[src/fpPkg.sv]
/*
  FPU sign-injection package with format widths, format and operation
  codes, and the wide unpacked operand form
*/
package fpPkg;

  ////////////////////////////////////////////////////////////////////////////
  // widths
  ////////////////////////////////////////////////////////////////////////////

  // register width
  localparam int FLEN = 64;

  // wide internal form, double layout
  localparam int NE = 11;
  localparam int NF = 52;

  // single precision
  localparam int NE1  = 8;
  localparam int NF1  = 23;
  localparam int LEN1 = 32;

  // half precision
  localparam int NE2  = 5;
  localparam int NF2  = 10;
  localparam int LEN2 = 16;

  ////////////////////////////////////////////////////////////////////////////
  // codes
  ////////////////////////////////////////////////////////////////////////////

  // format code, 3 is reserved
  typedef logic [1:0] fmtT;
  localparam fmtT FMT_S = 2'd0;
  localparam fmtT FMT_D = 2'd1;
  localparam fmtT FMT_H = 2'd2;

  // operation code
  typedef logic [1:0] opT;
  localparam opT OP_SGNJ  = 2'd0;
  localparam opT OP_SGNJN = 2'd1;
  localparam opT OP_SGNJX = 2'd2;
  localparam opT OP_MV    = 2'd3;

  // wide internal form, same bit layout as a double
  typedef struct packed {
    logic          sign;
    logic [NE-1:0] exp;
    logic [NF-1:0] frac;
  } unpackedT;

endpackage

[src/fpOperandIf.sv]
/*
  Unpacked operand pair with format, operation and valid, passed between
  the stages of the sign-injection unit
*/
`timescale 1ns/1ns

interface fpOperandIf import fpPkg::*; ();

  // strobe for the operation held on this bundle
  logic     valid;
  // operand X and operand Y in the wide form
  unpackedT a;
  unpackedT b;
  // requested format and operation
  fmtT      fmt;
  opT       op;

  // producing side
  modport source (output valid, a, b, fmt, op);

  // consuming side
  modport sink (input valid, a, b, fmt, op);

endinterface

[src/fpSignUnit.sv]
/*
  Sign-injection unit top level: unpack, register, inject sign, pack and
  register, two cycles from inValid to outValid
*/
`timescale 1ns/1ns

module fpSignUnit import fpPkg::*; (
  input  logic            clk,
  input  logic            reset,
  input  logic            inValid,
  input  fmtT             fmt,
  input  opT              op,
  input  logic [FLEN-1:0] x,
  input  logic [FLEN-1:0] y,
  output logic            outValid,
  output logic [FLEN-1:0] result
);

  // operand bundle held in stage 1
  typedef struct packed {
    unpackedT a;
    unpackedT b;
    fmtT      fmt;
    opT       op;
  } stageT;

  stageT           stageD;
  stageT           stageQ;
  unpackedT        injected;
  logic [FLEN-1:0] packedWord;

  fpOperandIf unpackIf ();
  fpOperandIf stageIf ();

  ////////////////////////////////////////////////////////////////////////////
  // cycle 0, unpack both operands
  ////////////////////////////////////////////////////////////////////////////

  assign unpackIf.valid = inValid;
  assign unpackIf.fmt   = fmt;
  assign unpackIf.op    = op;

  fpUnpack unpackX (.operand(x), .fmt(fmt), .unpacked(unpackIf.a));
  fpUnpack unpackY (.operand(y), .fmt(fmt), .unpacked(unpackIf.b));

  assign stageD = {unpackIf.a, unpackIf.b, unpackIf.fmt, unpackIf.op};

  // stage 1 register
  pipeStage #(.T(stageT)) operandStage (
    .clk(clk), .reset(reset),
    .validIn(unpackIf.valid), .dataIn(stageD),
    .validOut(stageIf.valid), .dataOut(stageQ)
  );

  assign stageIf.a   = stageQ.a;
  assign stageIf.b   = stageQ.b;
  assign stageIf.fmt = stageQ.fmt;
  assign stageIf.op  = stageQ.op;

  ////////////////////////////////////////////////////////////////////////////
  // cycle 1, sign injection and packing
  ////////////////////////////////////////////////////////////////////////////

  signInject inject (.opIn(stageIf.sink), .injected(injected));

  packOutput pack (.unpacked(injected), .fmt(stageIf.fmt), .packedWord(packedWord));

  // stage 2 register drives the outputs
  pipeStage #(.T(logic [FLEN-1:0])) resultStage (
    .clk(clk), .reset(reset),
    .validIn(stageIf.valid), .dataIn(packedWord),
    .validOut(outValid), .dataOut(result)
  );

endmodule

[src/fpUnpack.sv]
/*
  Operand unpacker: checks NaN-boxing of single and half values and
  re-encodes the operand into the wide sign, exponent, fraction form
*/
`timescale 1ns/1ns

module fpUnpack import fpPkg::*; (
  input  logic [FLEN-1:0] operand,
  input  fmtT             fmt,
  output unpackedT        unpacked
);

  logic            boxed1;
  logic            boxed2;
  logic [LEN1-1:0] val1;
  logic [LEN2-1:0] val2;
  logic [NE1-1:0]  exp1;
  logic [NE2-1:0]  exp2;

  ////////////////////////////////////////////////////////////////////////////
  // NaN-boxing check
  ////////////////////////////////////////////////////////////////////////////

  // properly boxed when every bit above the format is one
  assign boxed1 = &operand[FLEN-1:LEN1];
  assign boxed2 = &operand[FLEN-1:LEN2];

  // bad boxing turns into the canonical NaN
  // sign 0, exponent all ones, fraction msb set
  assign val1 = boxed1 ? operand[LEN1-1:0]
                       : {1'b0, {NE1{1'b1}}, 1'b1, {(NF1-1){1'b0}}};
  assign val2 = boxed2 ? operand[LEN2-1:0]
                       : {1'b0, {NE2{1'b1}}, 1'b1, {(NF2-1){1'b0}}};

  assign exp1 = val1[LEN1-2:NF1];
  assign exp2 = val2[LEN2-2:NF2];

  ////////////////////////////////////////////////////////////////////////////
  // re-encode into the wide form
  ////////////////////////////////////////////////////////////////////////////

  always_comb begin
    // double passes unchanged, also the reserved code
    unpacked = unpackedT'(operand);
    case (fmt)
      FMT_S: begin
        unpacked.sign = val1[LEN1-1];
        // zero and all-ones exponents keep their pattern
        if (&exp1) begin
          unpacked.exp = '1;
        end else if (~|exp1) begin
          unpacked.exp = '0;
        end else begin
          // keep msb, pad with its inverse, keep low bits
          unpacked.exp = {exp1[NE1-1], {(NE-NE1){~exp1[NE1-1]}}, exp1[NE1-2:0]};
        end
        // fraction left-aligned
        unpacked.frac = {val1[NF1-1:0], {(NF-NF1){1'b0}}};
      end
      FMT_H: begin
        unpacked.sign = val2[LEN2-1];
        if (&exp2) begin
          unpacked.exp = '1;
        end else if (~|exp2) begin
          unpacked.exp = '0;
        end else begin
          unpacked.exp = {exp2[NE2-1], {(NE-NE2){~exp2[NE2-1]}}, exp2[NE2-2:0]};
        end
        unpacked.frac = {val2[NF2-1:0], {(NF-NF2){1'b0}}};
      end
      default: begin
      end
    endcase
  end

endmodule

[src/packOutput.sv]
/*
  Result packer: re-encodes the wide form into the requested format and
  NaN-boxes narrow results to the full register width
*/
`timescale 1ns/1ns

module packOutput import fpPkg::*; (
  input  unpackedT        unpacked,
  input  fmtT             fmt,
  output logic [FLEN-1:0] packedWord
);

  logic           sign;
  logic [NE1-1:0] exp1;
  logic [NF1-1:0] fract1;
  logic [NE2-1:0] exp2;
  logic [NF2-1:0] fract2;

  assign sign = unpacked.sign;

  ////////////////////////////////////////////////////////////////////////////
  // narrow fields
  ////////////////////////////////////////////////////////////////////////////

  // exponent keeps the wide msb and the low bits
  // this undoes the widening exactly
  assign exp1   = {unpacked.exp[NE-1], unpacked.exp[NE1-2:0]};
  assign fract1 = unpacked.frac[NF-1:NF-NF1];

  assign exp2   = {unpacked.exp[NE-1], unpacked.exp[NE2-2:0]};
  assign fract2 = unpacked.frac[NF-1:NF-NF2];

  ////////////////////////////////////////////////////////////////////////////
  // format select and boxing
  ////////////////////////////////////////////////////////////////////////////

  always_comb begin
    case (fmt)
      // single, upper 32 bits all ones
      FMT_S:   packedWord = {{(FLEN-LEN1){1'b1}}, sign, exp1, fract1};
      // half, upper 48 bits all ones
      FMT_H:   packedWord = {{(FLEN-LEN2){1'b1}}, sign, exp2, fract2};
      // double and the reserved code pass through
      default: packedWord = unpacked;
    endcase
  end

endmodule

[src/pipeStage.sv]
/*
  Pipeline register for any payload type, with a valid bit
*/
`timescale 1ns/1ns

module pipeStage #(
  parameter type T = logic
) (
  input  logic clk,
  input  logic reset,
  input  logic validIn,
  input  T     dataIn,
  output logic validOut,
  output T     dataOut
);

  // valid follows the strobe, cleared on reset
  always_ff @(posedge clk) begin
    if (reset) begin
      validOut <= 1'b0;
    end else begin
      validOut <= validIn;
    end
  end

  // payload loads every cycle, qualified by validOut downstream
  always_ff @(posedge clk) begin
    dataOut <= dataIn;
  end

endmodule

[src/signInject.sv]
/*
  Sign injection: keeps X's exponent and fraction and picks the result
  sign from the operation code and both operand signs
*/
`timescale 1ns/1ns

module signInject import fpPkg::*; (
  fpOperandIf.sink opIn,
  output unpackedT injected
);

  logic signX;
  logic signY;
  logic sign;

  // sign sits at the top of the wide form for every format
  assign signX = opIn.a.sign;
  assign signY = opIn.b.sign;

  ////////////////////////////////////////////////////////////////////////////
  // sign select
  ////////////////////////////////////////////////////////////////////////////

  always_comb begin
    case (opIn.op)
      // fsgnj, take Y's sign
      OP_SGNJ:  sign = signY;
      // fsgnjn, inverse of Y's sign
      OP_SGNJN: sign = ~signY;
      // fsgnjx, xor of both
      OP_SGNJX: sign = signX ^ signY;
      // fmv keeps X as is
      default:  sign = signX;
    endcase
  end

  // exponent and fraction always come from X
  // a canonical NaN in X carries straight through
  assign injected.sign = sign;
  assign injected.exp  = opIn.a.exp;
  assign injected.frac = opIn.a.frac;

endmodule

[config.mk]
export PLATFORM = sky130hd
export DESIGN_NAME = fpSignUnit
export DESIGN_NICKNAME = d
export VERILOG_FILES = /design/src/fpPkg.sv /design/src/fpOperandIf.sv /design/src/fpSignUnit.sv /design/src/fpUnpack.sv /design/src/packOutput.sv /design/src/pipeStage.sv /design/src/signInject.sv
export SDC_FILE = /design/constraint.sdc
export NUM_CORES = 1
export LEC_CHECK = 0
export BUFFER_PORTS_ARGS = -buffer_cell sky130_fd_sc_hd__clkbuf_2
export CAP_MARGIN = 20
export CORE_MARGIN = 5
export CORE_UTILIZATION = 42
export DETAILED_ROUTE_END_ITERATION = 8
export GPL_TIMING_DRIVEN = 0
export PLACE_DENSITY = 0.76
export SYNTH_ARGS = -nofsm -noshare
export SYNTH_HDL_FRONTEND = slang
export SYNTH_SLANG_ARGS = --single-unit
[constraint.sdc]
create_clock -name clk -period 1.7 [get_ports clk]
set_input_delay 0.255 -clock clk [delete_from_list [all_inputs] [get_ports clk]]
set_output_delay 0.255 -clock clk [all_outputs]
set_load 0.01 [all_outputs]
==> reports/qor.txt, run 1 <==
Count of buffers inserted at the top-level ports -> 184
First-pass GRT wire length -> 24100 um
Number of buffers between clock root and the deepest sink -> 2
Fraction of the cycle the final worst path needs -> 96.6%
Number of enable flip-flop cells after synthesis -> 0
Sequential fraction of the synthesis area -> 58.5%
Number of routed nets with antenna violations -> 0
Overall power -> 7.89 mW
Average routed wire per standard cell -> 18.3 um
Final design area excluding fillers -> 6760 um2
Nets in the synthesized netlist -> 590
Final period demand of the worst path -> 1.64 ns
Reg-to-reg slack, setup -> 0.07 ns
Number of antenna violations at the first check in global routing -> 0
Share of post-route cells with drive strength above 1 -> 33.6%
Number of buffers created by CTS -> 17
Reg2Reg Launch Point -> operandStage.dataOut[3]
Largest fanout on the critical path -> 10
Commonest non-fill, non-tap cell in the layout -> sky130_fd_sc_hd__clkbuf_2
Maximum vdd drop -> 0.000506 V
Placed Cells incl. Taps -> 779
Kind of end point of the critical path -> register
Distinct cells, synth -> 41
WHS -> 0.0104 ns
Commonest cells after routing, fill and taps aside -> 190 x sky130_fd_sc_hd__clkbuf_2, 135 x sky130_fd_sc_hd__dfxtp_1, 44 x sky130_fd_sc_hd__dlygate4sd3_1
H-tree levels -> 4
Required arrival time at the worst endpoint -> 2.15 ns
TritonCTS clock tree -> built
Starting density of the core -> 42.8%
Vertical extent of the die -> 115 um
# rows -> 38
Maxcap violations -> 0
Count of cells along the worst register-to-register path -> 4
Overall via count from detail_route -> 4454
Post-route DRC violation count -> 0
Fill count -> 868
Final wirelength -> 15700 um
Unrepaired setup endpoints after global routing -> false
Power per cell area -> 1170 nW/um2
Skew-Pair Late Insertion Delay -> 0.52 ns
Crit-path cells -> clkbuf_2 -> nand4_1 -> or4_4 -> nor3_4 -> nand4_4 -> o21ai_1
Std-Cell Core Area -> 10800 um2
1st-iter DRT viols -> 393
Final antenna diode count -> 0
Clock-pin slew reported for the worst setup and hold paths after clock tree synthesis -> 0.06 ns
Layout Area Growth over Synthesis -> 46.3%
Final cell count without fillers -> 855
Worst clock skew on the final layout -> 0.00497 ns
Capturing instance or port of the critical path -> operandStage.dataOut[115]
Via count of the first global-routing pass -> 4709
Number of failing hold endpoints at the final stage -> 0
Final weighted congestion of routability-driven global placement -> 0.900
Die area -> 13200 um2
Combined global-route utilization of all metal layers -> 24.1%
Post-synth ARST share -> 0%
PnR worst setup slack -> 0.0581 ns
Count of warnings emitted by yosys -> 0
Run status -> finished, final reports clean
Detailed Routing Iterations Pass 1 -> 5
Post-detailed-route via-to-cell ratio -> 5.21
Total number of nets in the final design -> 837
Fmax -> 609 MHz
Launching element type of the critical path -> input port
Delay of the slowest critical-path stage -> 0.58 ns
Reg2Reg Capture Point -> resultStage.dataOut[26]
Finish-stage setup viols -> 0
Placed cell areas -> 5720 um2
Leak pwr -> 3.11 nW
Slew at the pin closest to its max-slew limit -> 0.723 ns
Post-synthesis register bit count -> 135
Worst slack at placement -> -0.392 ns
Hold/Removal Path Class -> input port to register
Setup fix buffers added after clock tree synthesis -> 0
Total standard cell area after synthesis -> 4620 um2
Syn Inst Count -> 455
Width of the die -> 115 um
CTS root buf -> sky130_fd_sc_hd__clkbuf_8
Sinks on Clock Net -> 135
Core Util, Final -> 62.6%
Number of I/O pins -> 200
Avg Cell Area, Syn -> 10.2 um2
Most used DFF post-synth -> sky130_fd_sc_hd__dfxtp_1
Headroom to the max-slew limit -> 51.8%
Pin count of the biggest net entering global routing -> 17
Congestion Overflow GR -> 0
Cell with the biggest individual delay on the critical path -> sky130_fd_sc_hd__or4_4
Setup CP Type -> input port to register
Launch point of the critical path -> x[54]
WP data arrival -> 2.09 ns
Max-slew violation total from the final report -> 0
Total negative slack for setup checks -> 0 ns
Estimated wirelength of the detail-placed design -> 11300 um
## area by class of cell
cell class / instances / area, um2 / area share [%]
plain buffers: 25 / 141 / 2.09
clock inverters: 13 / 154 / 2.28
flip-flops and latches: 135 / 2700 / 40.0
multi-input cells: 283 / 1740 / 25.7
clock buffers: 19 / 442 / 6.53
well taps: 140 / 175 / 2.59
inverters: 12 / 45.0 / 0.666
repair buffers: 228 / 1360 / 20.1
## how the worst min path moves through the flow
stage,startpoint,to,slack [ns],cells past startpoint
after floorplan,op[0],operandStage.dataOut[0],0.28,0
after global placement,op[1],operandStage.dataOut[1],0.36,1
after detailed placement,op[1],operandStage.dataOut[1],0.36,1
after CTS,x[19],operandStage.dataOut[87],0.001,2
after global routing,x[35],operandStage.dataOut[103],0.01,2
final,x[19],operandStage.dataOut[87],0.01,2
## logic make-up (layout without fill, tap and decap cells)
logic type / after synthesis / in the layout / synth area share (%)
muxes: 16 / 16 / 3.47
AOI/OAI and AO/OA: 91 / 91 / 13.0
buffers and inverters: 37 / 297 / 3.85
and+or+nand+nor: 176 / 176 / 21.2
DFF: 135 / 135 / 58.5
## synthesized netlist by cell type (4+ instances only)
master,number,area [um2]
sky130_fd_sc_hd__mux2i_1,16,160
sky130_fd_sc_hd__a21oi_1,6,30.0
sky130_fd_sc_hd__o22ai_1,6,37.5
sky130_fd_sc_hd__nor3_1,5,25.0
sky130_fd_sc_hd__a22oi_1,10,75.1
sky130_fd_sc_hd__inv_1,11,41.3
sky130_fd_sc_hd__a2bb2oi_1,6,52.6
sky130_fd_sc_hd__dfxtp_1,135,2700
sky130_fd_sc_hd__clkbuf_1,17,63.8
sky130_fd_sc_hd__buf_6,4,45.0
sky130_fd_sc_hd__and2_1,20,125
sky130_fd_sc_hd__nand2_1,38,143
sky130_fd_sc_hd__nor2_1,29,109
sky130_fd_sc_hd__nand4_1,21,131
sky130_fd_sc_hd__a22o_1,14,123
sky130_fd_sc_hd__o21ai_1,13,65.1
sky130_fd_sc_hd__o21ai_0,30,150
sky130_fd_sc_hd__nand2b_1,39,244
sky130_fd_sc_hd__nand3_1,6,30.0
## critical path, delay by kind of cell
kind | cells | cell delay (ns)
buffers and inverters | 1 | 0.13
AND/OR/NAND/NOR | 4 | 1.46
AO/OA/AOI/OAI | 1 | 0.23
## flip-flops by register name (all words and copies together), names as in the netlist
register and cells:
resultStage.validOut 1, operandStage.dataOut 69, resultStage.dataOut 64, operandStage.validOut 1
## what timing repair did
action                                  in CTS  in global routing
cloned                                       0                  0
endpoints found under the setup margin      23                 22
resized for setup                            4                  6
endpoints found under the hold margin       57                  0
hold buffers                                44                  0
## where the power goes
part | leakage, nW | internal, mW | total (mW) | switching (mW)
Clock | 0.285 | 2.30 | 3.62 | 1.33
Combinational | 1.69 | 0.393 | 0.831 | 0.438
Sequential | 1.13 | 3.37 | 3.44 | 0.0689
## metal layers
layer / global-route usage, % / up-vias / share of wire (%)
met2: 42.4 / 283 / 50
li1: - / 2079 / -
met4: 10.5 / 0 / 3.3
met1: 27.3 / 2046 / 37
met5: 0 / - / 0
met3: 6.68 / 46 / 10
Power figures use the tool's default switching activity.
==> run 2: changes to the inputs <==
- CORE_UTILIZATION: 42 -> 40
- PLACE_DENSITY: 0.76 -> 0.73
==> run 2 against run 1 <==
  * Sequential share of layout area rose by 2.2 points
  * Flip-flop and latch count stayed put
  * Wire length down 0.84%
  * Final cell count is 4.1% lower
  * Via count shrank 6.6%
  * Largest power group unchanged
  * Final area shrank 5.2%
  * Total power rose by 1.8%
  * Die area is 4.6% higher
  * Utilization is 6.3 points lower
  * Critical path depth unchanged
  * Count of clock-buffer cells in the layout up 1
  * Clock skew about the same
==> reports/qor.txt, run 2 (synthesized netlist as in run 1, its figures left out) <==
Count of cells along the worst register-to-register path -> 4 (unchanged)
Max-slew violation total from the final report -> 0 (unchanged)
Cell type group with the largest total delay on the critical path -> simple AND/OR/NAND/NOR gates (unchanged)
Launching element type of the critical path -> input port (unchanged)
Setup CP Type -> input port to register (unchanged)
Share of total power in sequential cells -> 42.8% (was 43.6%)
Unrepaired setup endpoints after global routing -> false (unchanged)
Sinks on Clock Net -> 135 (unchanged)
Power per cell area -> 1250 nW/um2 (was 1170 nW/um2)
Core Util, Final -> 56.4% (was 62.6%)
Reg2Reg Capture Point -> resultStage.dataOut[27] (was resultStage.dataOut[26])
Busiest metal layer after global routing -> met2 (unchanged)
Combined global-route utilization of all metal layers -> 22.4% (was 24.1%)
Detailed Routing Iterations Pass 1 -> 5 (unchanged)
Leak pwr -> 2.96 nW (was 3.11 nW)
Largest registers -> operandStage.dataOut: 69 flops, resultStage.dataOut: 64 flops (unchanged)
Slew at the pin closest to its max-slew limit -> 0.672 ns (was 0.723 ns)
Number of routed nets with antenna violations -> 0 (unchanged)
Fmax -> 603 MHz (was 609 MHz)
# rows -> 39 (was 38)
WHS -> 0.0183 ns (was 0.0104 ns)
Reg2Reg Launch Point -> operandStage.dataOut[2] (was operandStage.dataOut[3])
Commonest non-fill, non-tap cell in the layout -> sky130_fd_sc_hd__clkbuf_2 (unchanged)
Number of I/O pins -> 200 (unchanged)
Number of flip-flops in the largest register -> 69 (unchanged)
Commonest cells after routing, fill and taps aside -> 188 x sky130_fd_sc_hd__clkbuf_2, 135 x sky130_fd_sc_hd__dfxtp_1, 39 x sky130_fd_sc_hd__nand2b_1 (was 190 x sky130_fd_sc_hd__clkbuf_2, 135 x sky130_fd_sc_hd__dfxtp_1, 44 x sky130_fd_sc_hd__dlygate4sd3_1)
Total number of nets in the final design -> 799 (was 837)
Average routed wire per standard cell -> 18.9 um (was 18.3 um)
Critical path buffer and inverter count -> 1 (unchanged)
Std-Cell Core Area -> 11400 um2 (was 10800 um2)
Gate power share -> 9.4% (was 10.5%)
Vertical extent of the die -> 117 um (was 115 um)
CTS root buf -> sky130_fd_sc_hd__clkbuf_16 (was sky130_fd_sc_hd__clkbuf_8)
PnR worst setup slack -> 0.0418 ns (was 0.0581 ns)
Congestion Overflow GR -> 0 (unchanged)
Pin count of the biggest net entering global routing -> 17 (unchanged)
Width of the die -> 117 um (was 115 um)
Worst slack at placement -> -0.492 ns (was -0.392 ns)
Largest fanout on the critical path -> 10 (unchanged)
Fill count -> 1018 (was 868)
Count of buffers inserted at the top-level ports -> 184 (unchanged)
Skew-Pair Late Insertion Delay -> 0.41 ns (was 0.52 ns)
Overall via count from detail_route -> 4161 (was 4454)
Run status -> finished, final reports clean (unchanged)
Finish-stage setup viols -> 0 (unchanged)
Number of buffers between clock root and the deepest sink -> 2 (unchanged)
Kind of end point of the critical path -> register (unchanged)
Power Internal -> 6.23 mW (was 6.06 mW)
Placed Cells incl. Taps -> 782 (was 779)
Number of antenna violations at the first check in global routing -> 0 (unchanged)
GRT met1 Usage -> 27.4% (was 27.3%)
Post-route DRC violation count -> 0 (unchanged)
Met2 Track Usage GR -> 37.8% (was 42.4%)
Global-route met3 utilization -> 7.02% (was 6.68%)
Final period demand of the worst path -> 1.66 ns (was 1.64 ns)
Maximum vdd drop -> 0.000994 V (was 0.000506 V)
Estimated wirelength of the detail-placed design -> 11700 um (was 11300 um)
Total negative slack for setup checks -> 0 ns (unchanged)
Final wirelength -> 15500 um (was 15700 um)
Maxcap violations -> 0 (unchanged)
Final weighted congestion of routability-driven global placement -> 0.880 (was 0.900)
Required arrival time at the worst endpoint -> 2.03 ns (was 2.15 ns)
Hold/Removal Path Class -> input port to register (unchanged)
Worst clock skew on the final layout -> 0.00462 ns (was 0.00497 ns)
WP data arrival -> 1.99 ns (was 2.09 ns)
Post-detailed-route via-to-cell ratio -> 5.07 (was 5.21)
Register with the most flip-flops -> operandStage.dataOut (unchanged)
H-tree levels -> 4 (unchanged)
TritonCTS clock tree -> built (unchanged)
Clock-pin slew reported for the worst setup and hold paths after clock tree synthesis -> 0.05 ns (was 0.06 ns)
Clock power frac -> 47.9% (was 45.9%)
Crit-path cells -> clkbuf_2 -> nand4_1 -> or4_4 -> nor3_4 -> nand4_4 -> o21ai_1 (unchanged)
1st-iter DRT viols -> 290 (was 393)
Headroom to the max-slew limit -> 55.2% (was 51.8%)
Number of buffers created by CTS -> 17 (unchanged)
Fraction of the cycle the final worst path needs -> 97.5% (was 96.6%)
Number of failing hold endpoints at the final stage -> 0 (unchanged)
Starting density of the core -> 40.6% (was 42.8%)
Final cell count without fillers -> 820 (was 855)
Number of stages on the worst hold path -> 2 (unchanged)
Cell with the biggest individual delay on the critical path -> sky130_fd_sc_hd__or4_4 (unchanged)
Min-delay src -> reset (was x[19])
Via count of the first global-routing pass -> 4263 (was 4709)
Die area -> 13800 um2 (was 13200 um2)
Reg-to-reg slack, setup -> 0.06 ns (was 0.07 ns)
Net switching power of the design -> 1.81 mW (was 1.83 mW)
Switching share of total power -> 22.5% (was 23.2%)
Endpoint with the worst hold slack -> operandStage.validOut (was operandStage.dataOut[87])
First-pass GRT wire length -> 23700 um (was 24100 um)
Delay of the slowest critical-path stage -> 0.59 ns (was 0.58 ns)
Final antenna diode count -> 0 (unchanged)
Share of post-route cells with drive strength above 1 -> 35.5% (was 33.6%)
Layout Area Growth over Synthesis -> 38.8% (was 46.3%)
[run 2: cell count changes in the layout (fill, tap and decap cells not counted), moves of 2 or more]
cell	previous run	this run
sky130_fd_sc_hd__clkinv_2	5	3
sky130_fd_sc_hd__buf_4	2	5
sky130_fd_sc_hd__dlygate4sd3_1	44	3
sky130_fd_sc_hd__clkbuf_1	11	14
sky130_fd_sc_hd__clkbuf_2	190	188
[run 2: power by group through the flow]
stage,clock [mW],combinational (mW),sequential [mW]
after floorplan,0,0.278,3.55
after global placement,0,0.731,3.50
after detailed placement,0,0.741,3.51
after CTS,3.89,0.752,3.44
after global routing,4.05,0.815,3.46
final,3.85,0.751,3.44
[run 2: metal layers]
layer | up-vias | routed length (um)
met1 | 1912 | 6410
met2 | 226 | 7520
met5 | - | 0
met3 | 22 | 1370
met4 | 0 | 220
li1 | 2001 | -
[run 2: what timing repair did]
| action | 4_1_cts | 5_1_grt |
|---|---|---|
| pin swaps | 2 | 1 |
| endpoints found under the hold margin | 3 | 0 |
| gates resized for setup | 5 | 4 |
| setup buffers | 1 | 2 |
| hold buffers | 3 | 0 |
| endpoints found under the setup margin | 40 | 20 |
[run 2: area by class of cell]
class / instances / area (um2) / area share [%]
plain buffers: 25 / 139 / 2.17
clock buffers: 20 / 457 / 7.12
clock inverters: 12 / 175 / 2.73
inverters: 12 / 45.0 / 0.703
multi-input cells: 283 / 1740 / 27.1
flip-flops and latches: 135 / 2700 / 42.2
well taps: 143 / 179 / 2.79
repair buffers: 190 / 973 / 15.2
[run 2: per-stage QoR]
step,total power [mW],instance area (um2)
after floorplan,3.83,4620
after CTS,8.08,6400
after detailed placement,4.25,5720
after global routing,8.32,6410
final,8.04,6410
after global placement,4.23,5720
[run 2: how the worst max path moves through the flow]
stage / slack (ns) / from / depth (start not counted) / endpoint
after floorplan: 0.06 / x[39] / 5 / operandStage.dataOut[124]
after global placement: -0.48 / x[54] / 6 / operandStage.dataOut[131]
after detailed placement: -0.49 / x[54] / 6 / operandStage.dataOut[117]
after CTS: 0.01 / x[34] / 7 / operandStage.dataOut[117]
after global routing: 0.03 / x[54] / 6 / operandStage.dataOut[117]
final: 0.04 / x[54] / 6 / operandStage.dataOut[117]
[run 2: worst register-to-register path: stages (launching register included)]
cell,delay [ns]
sky130_fd_sc_hd__dfxtp_1,0.39
sky130_fd_sc_hd__clkbuf_2,0.32
sky130_fd_sc_hd__clkbuf_1,0.50
sky130_fd_sc_hd__nand2_1,0.15
sky130_fd_sc_hd__o21ai_0,0.17
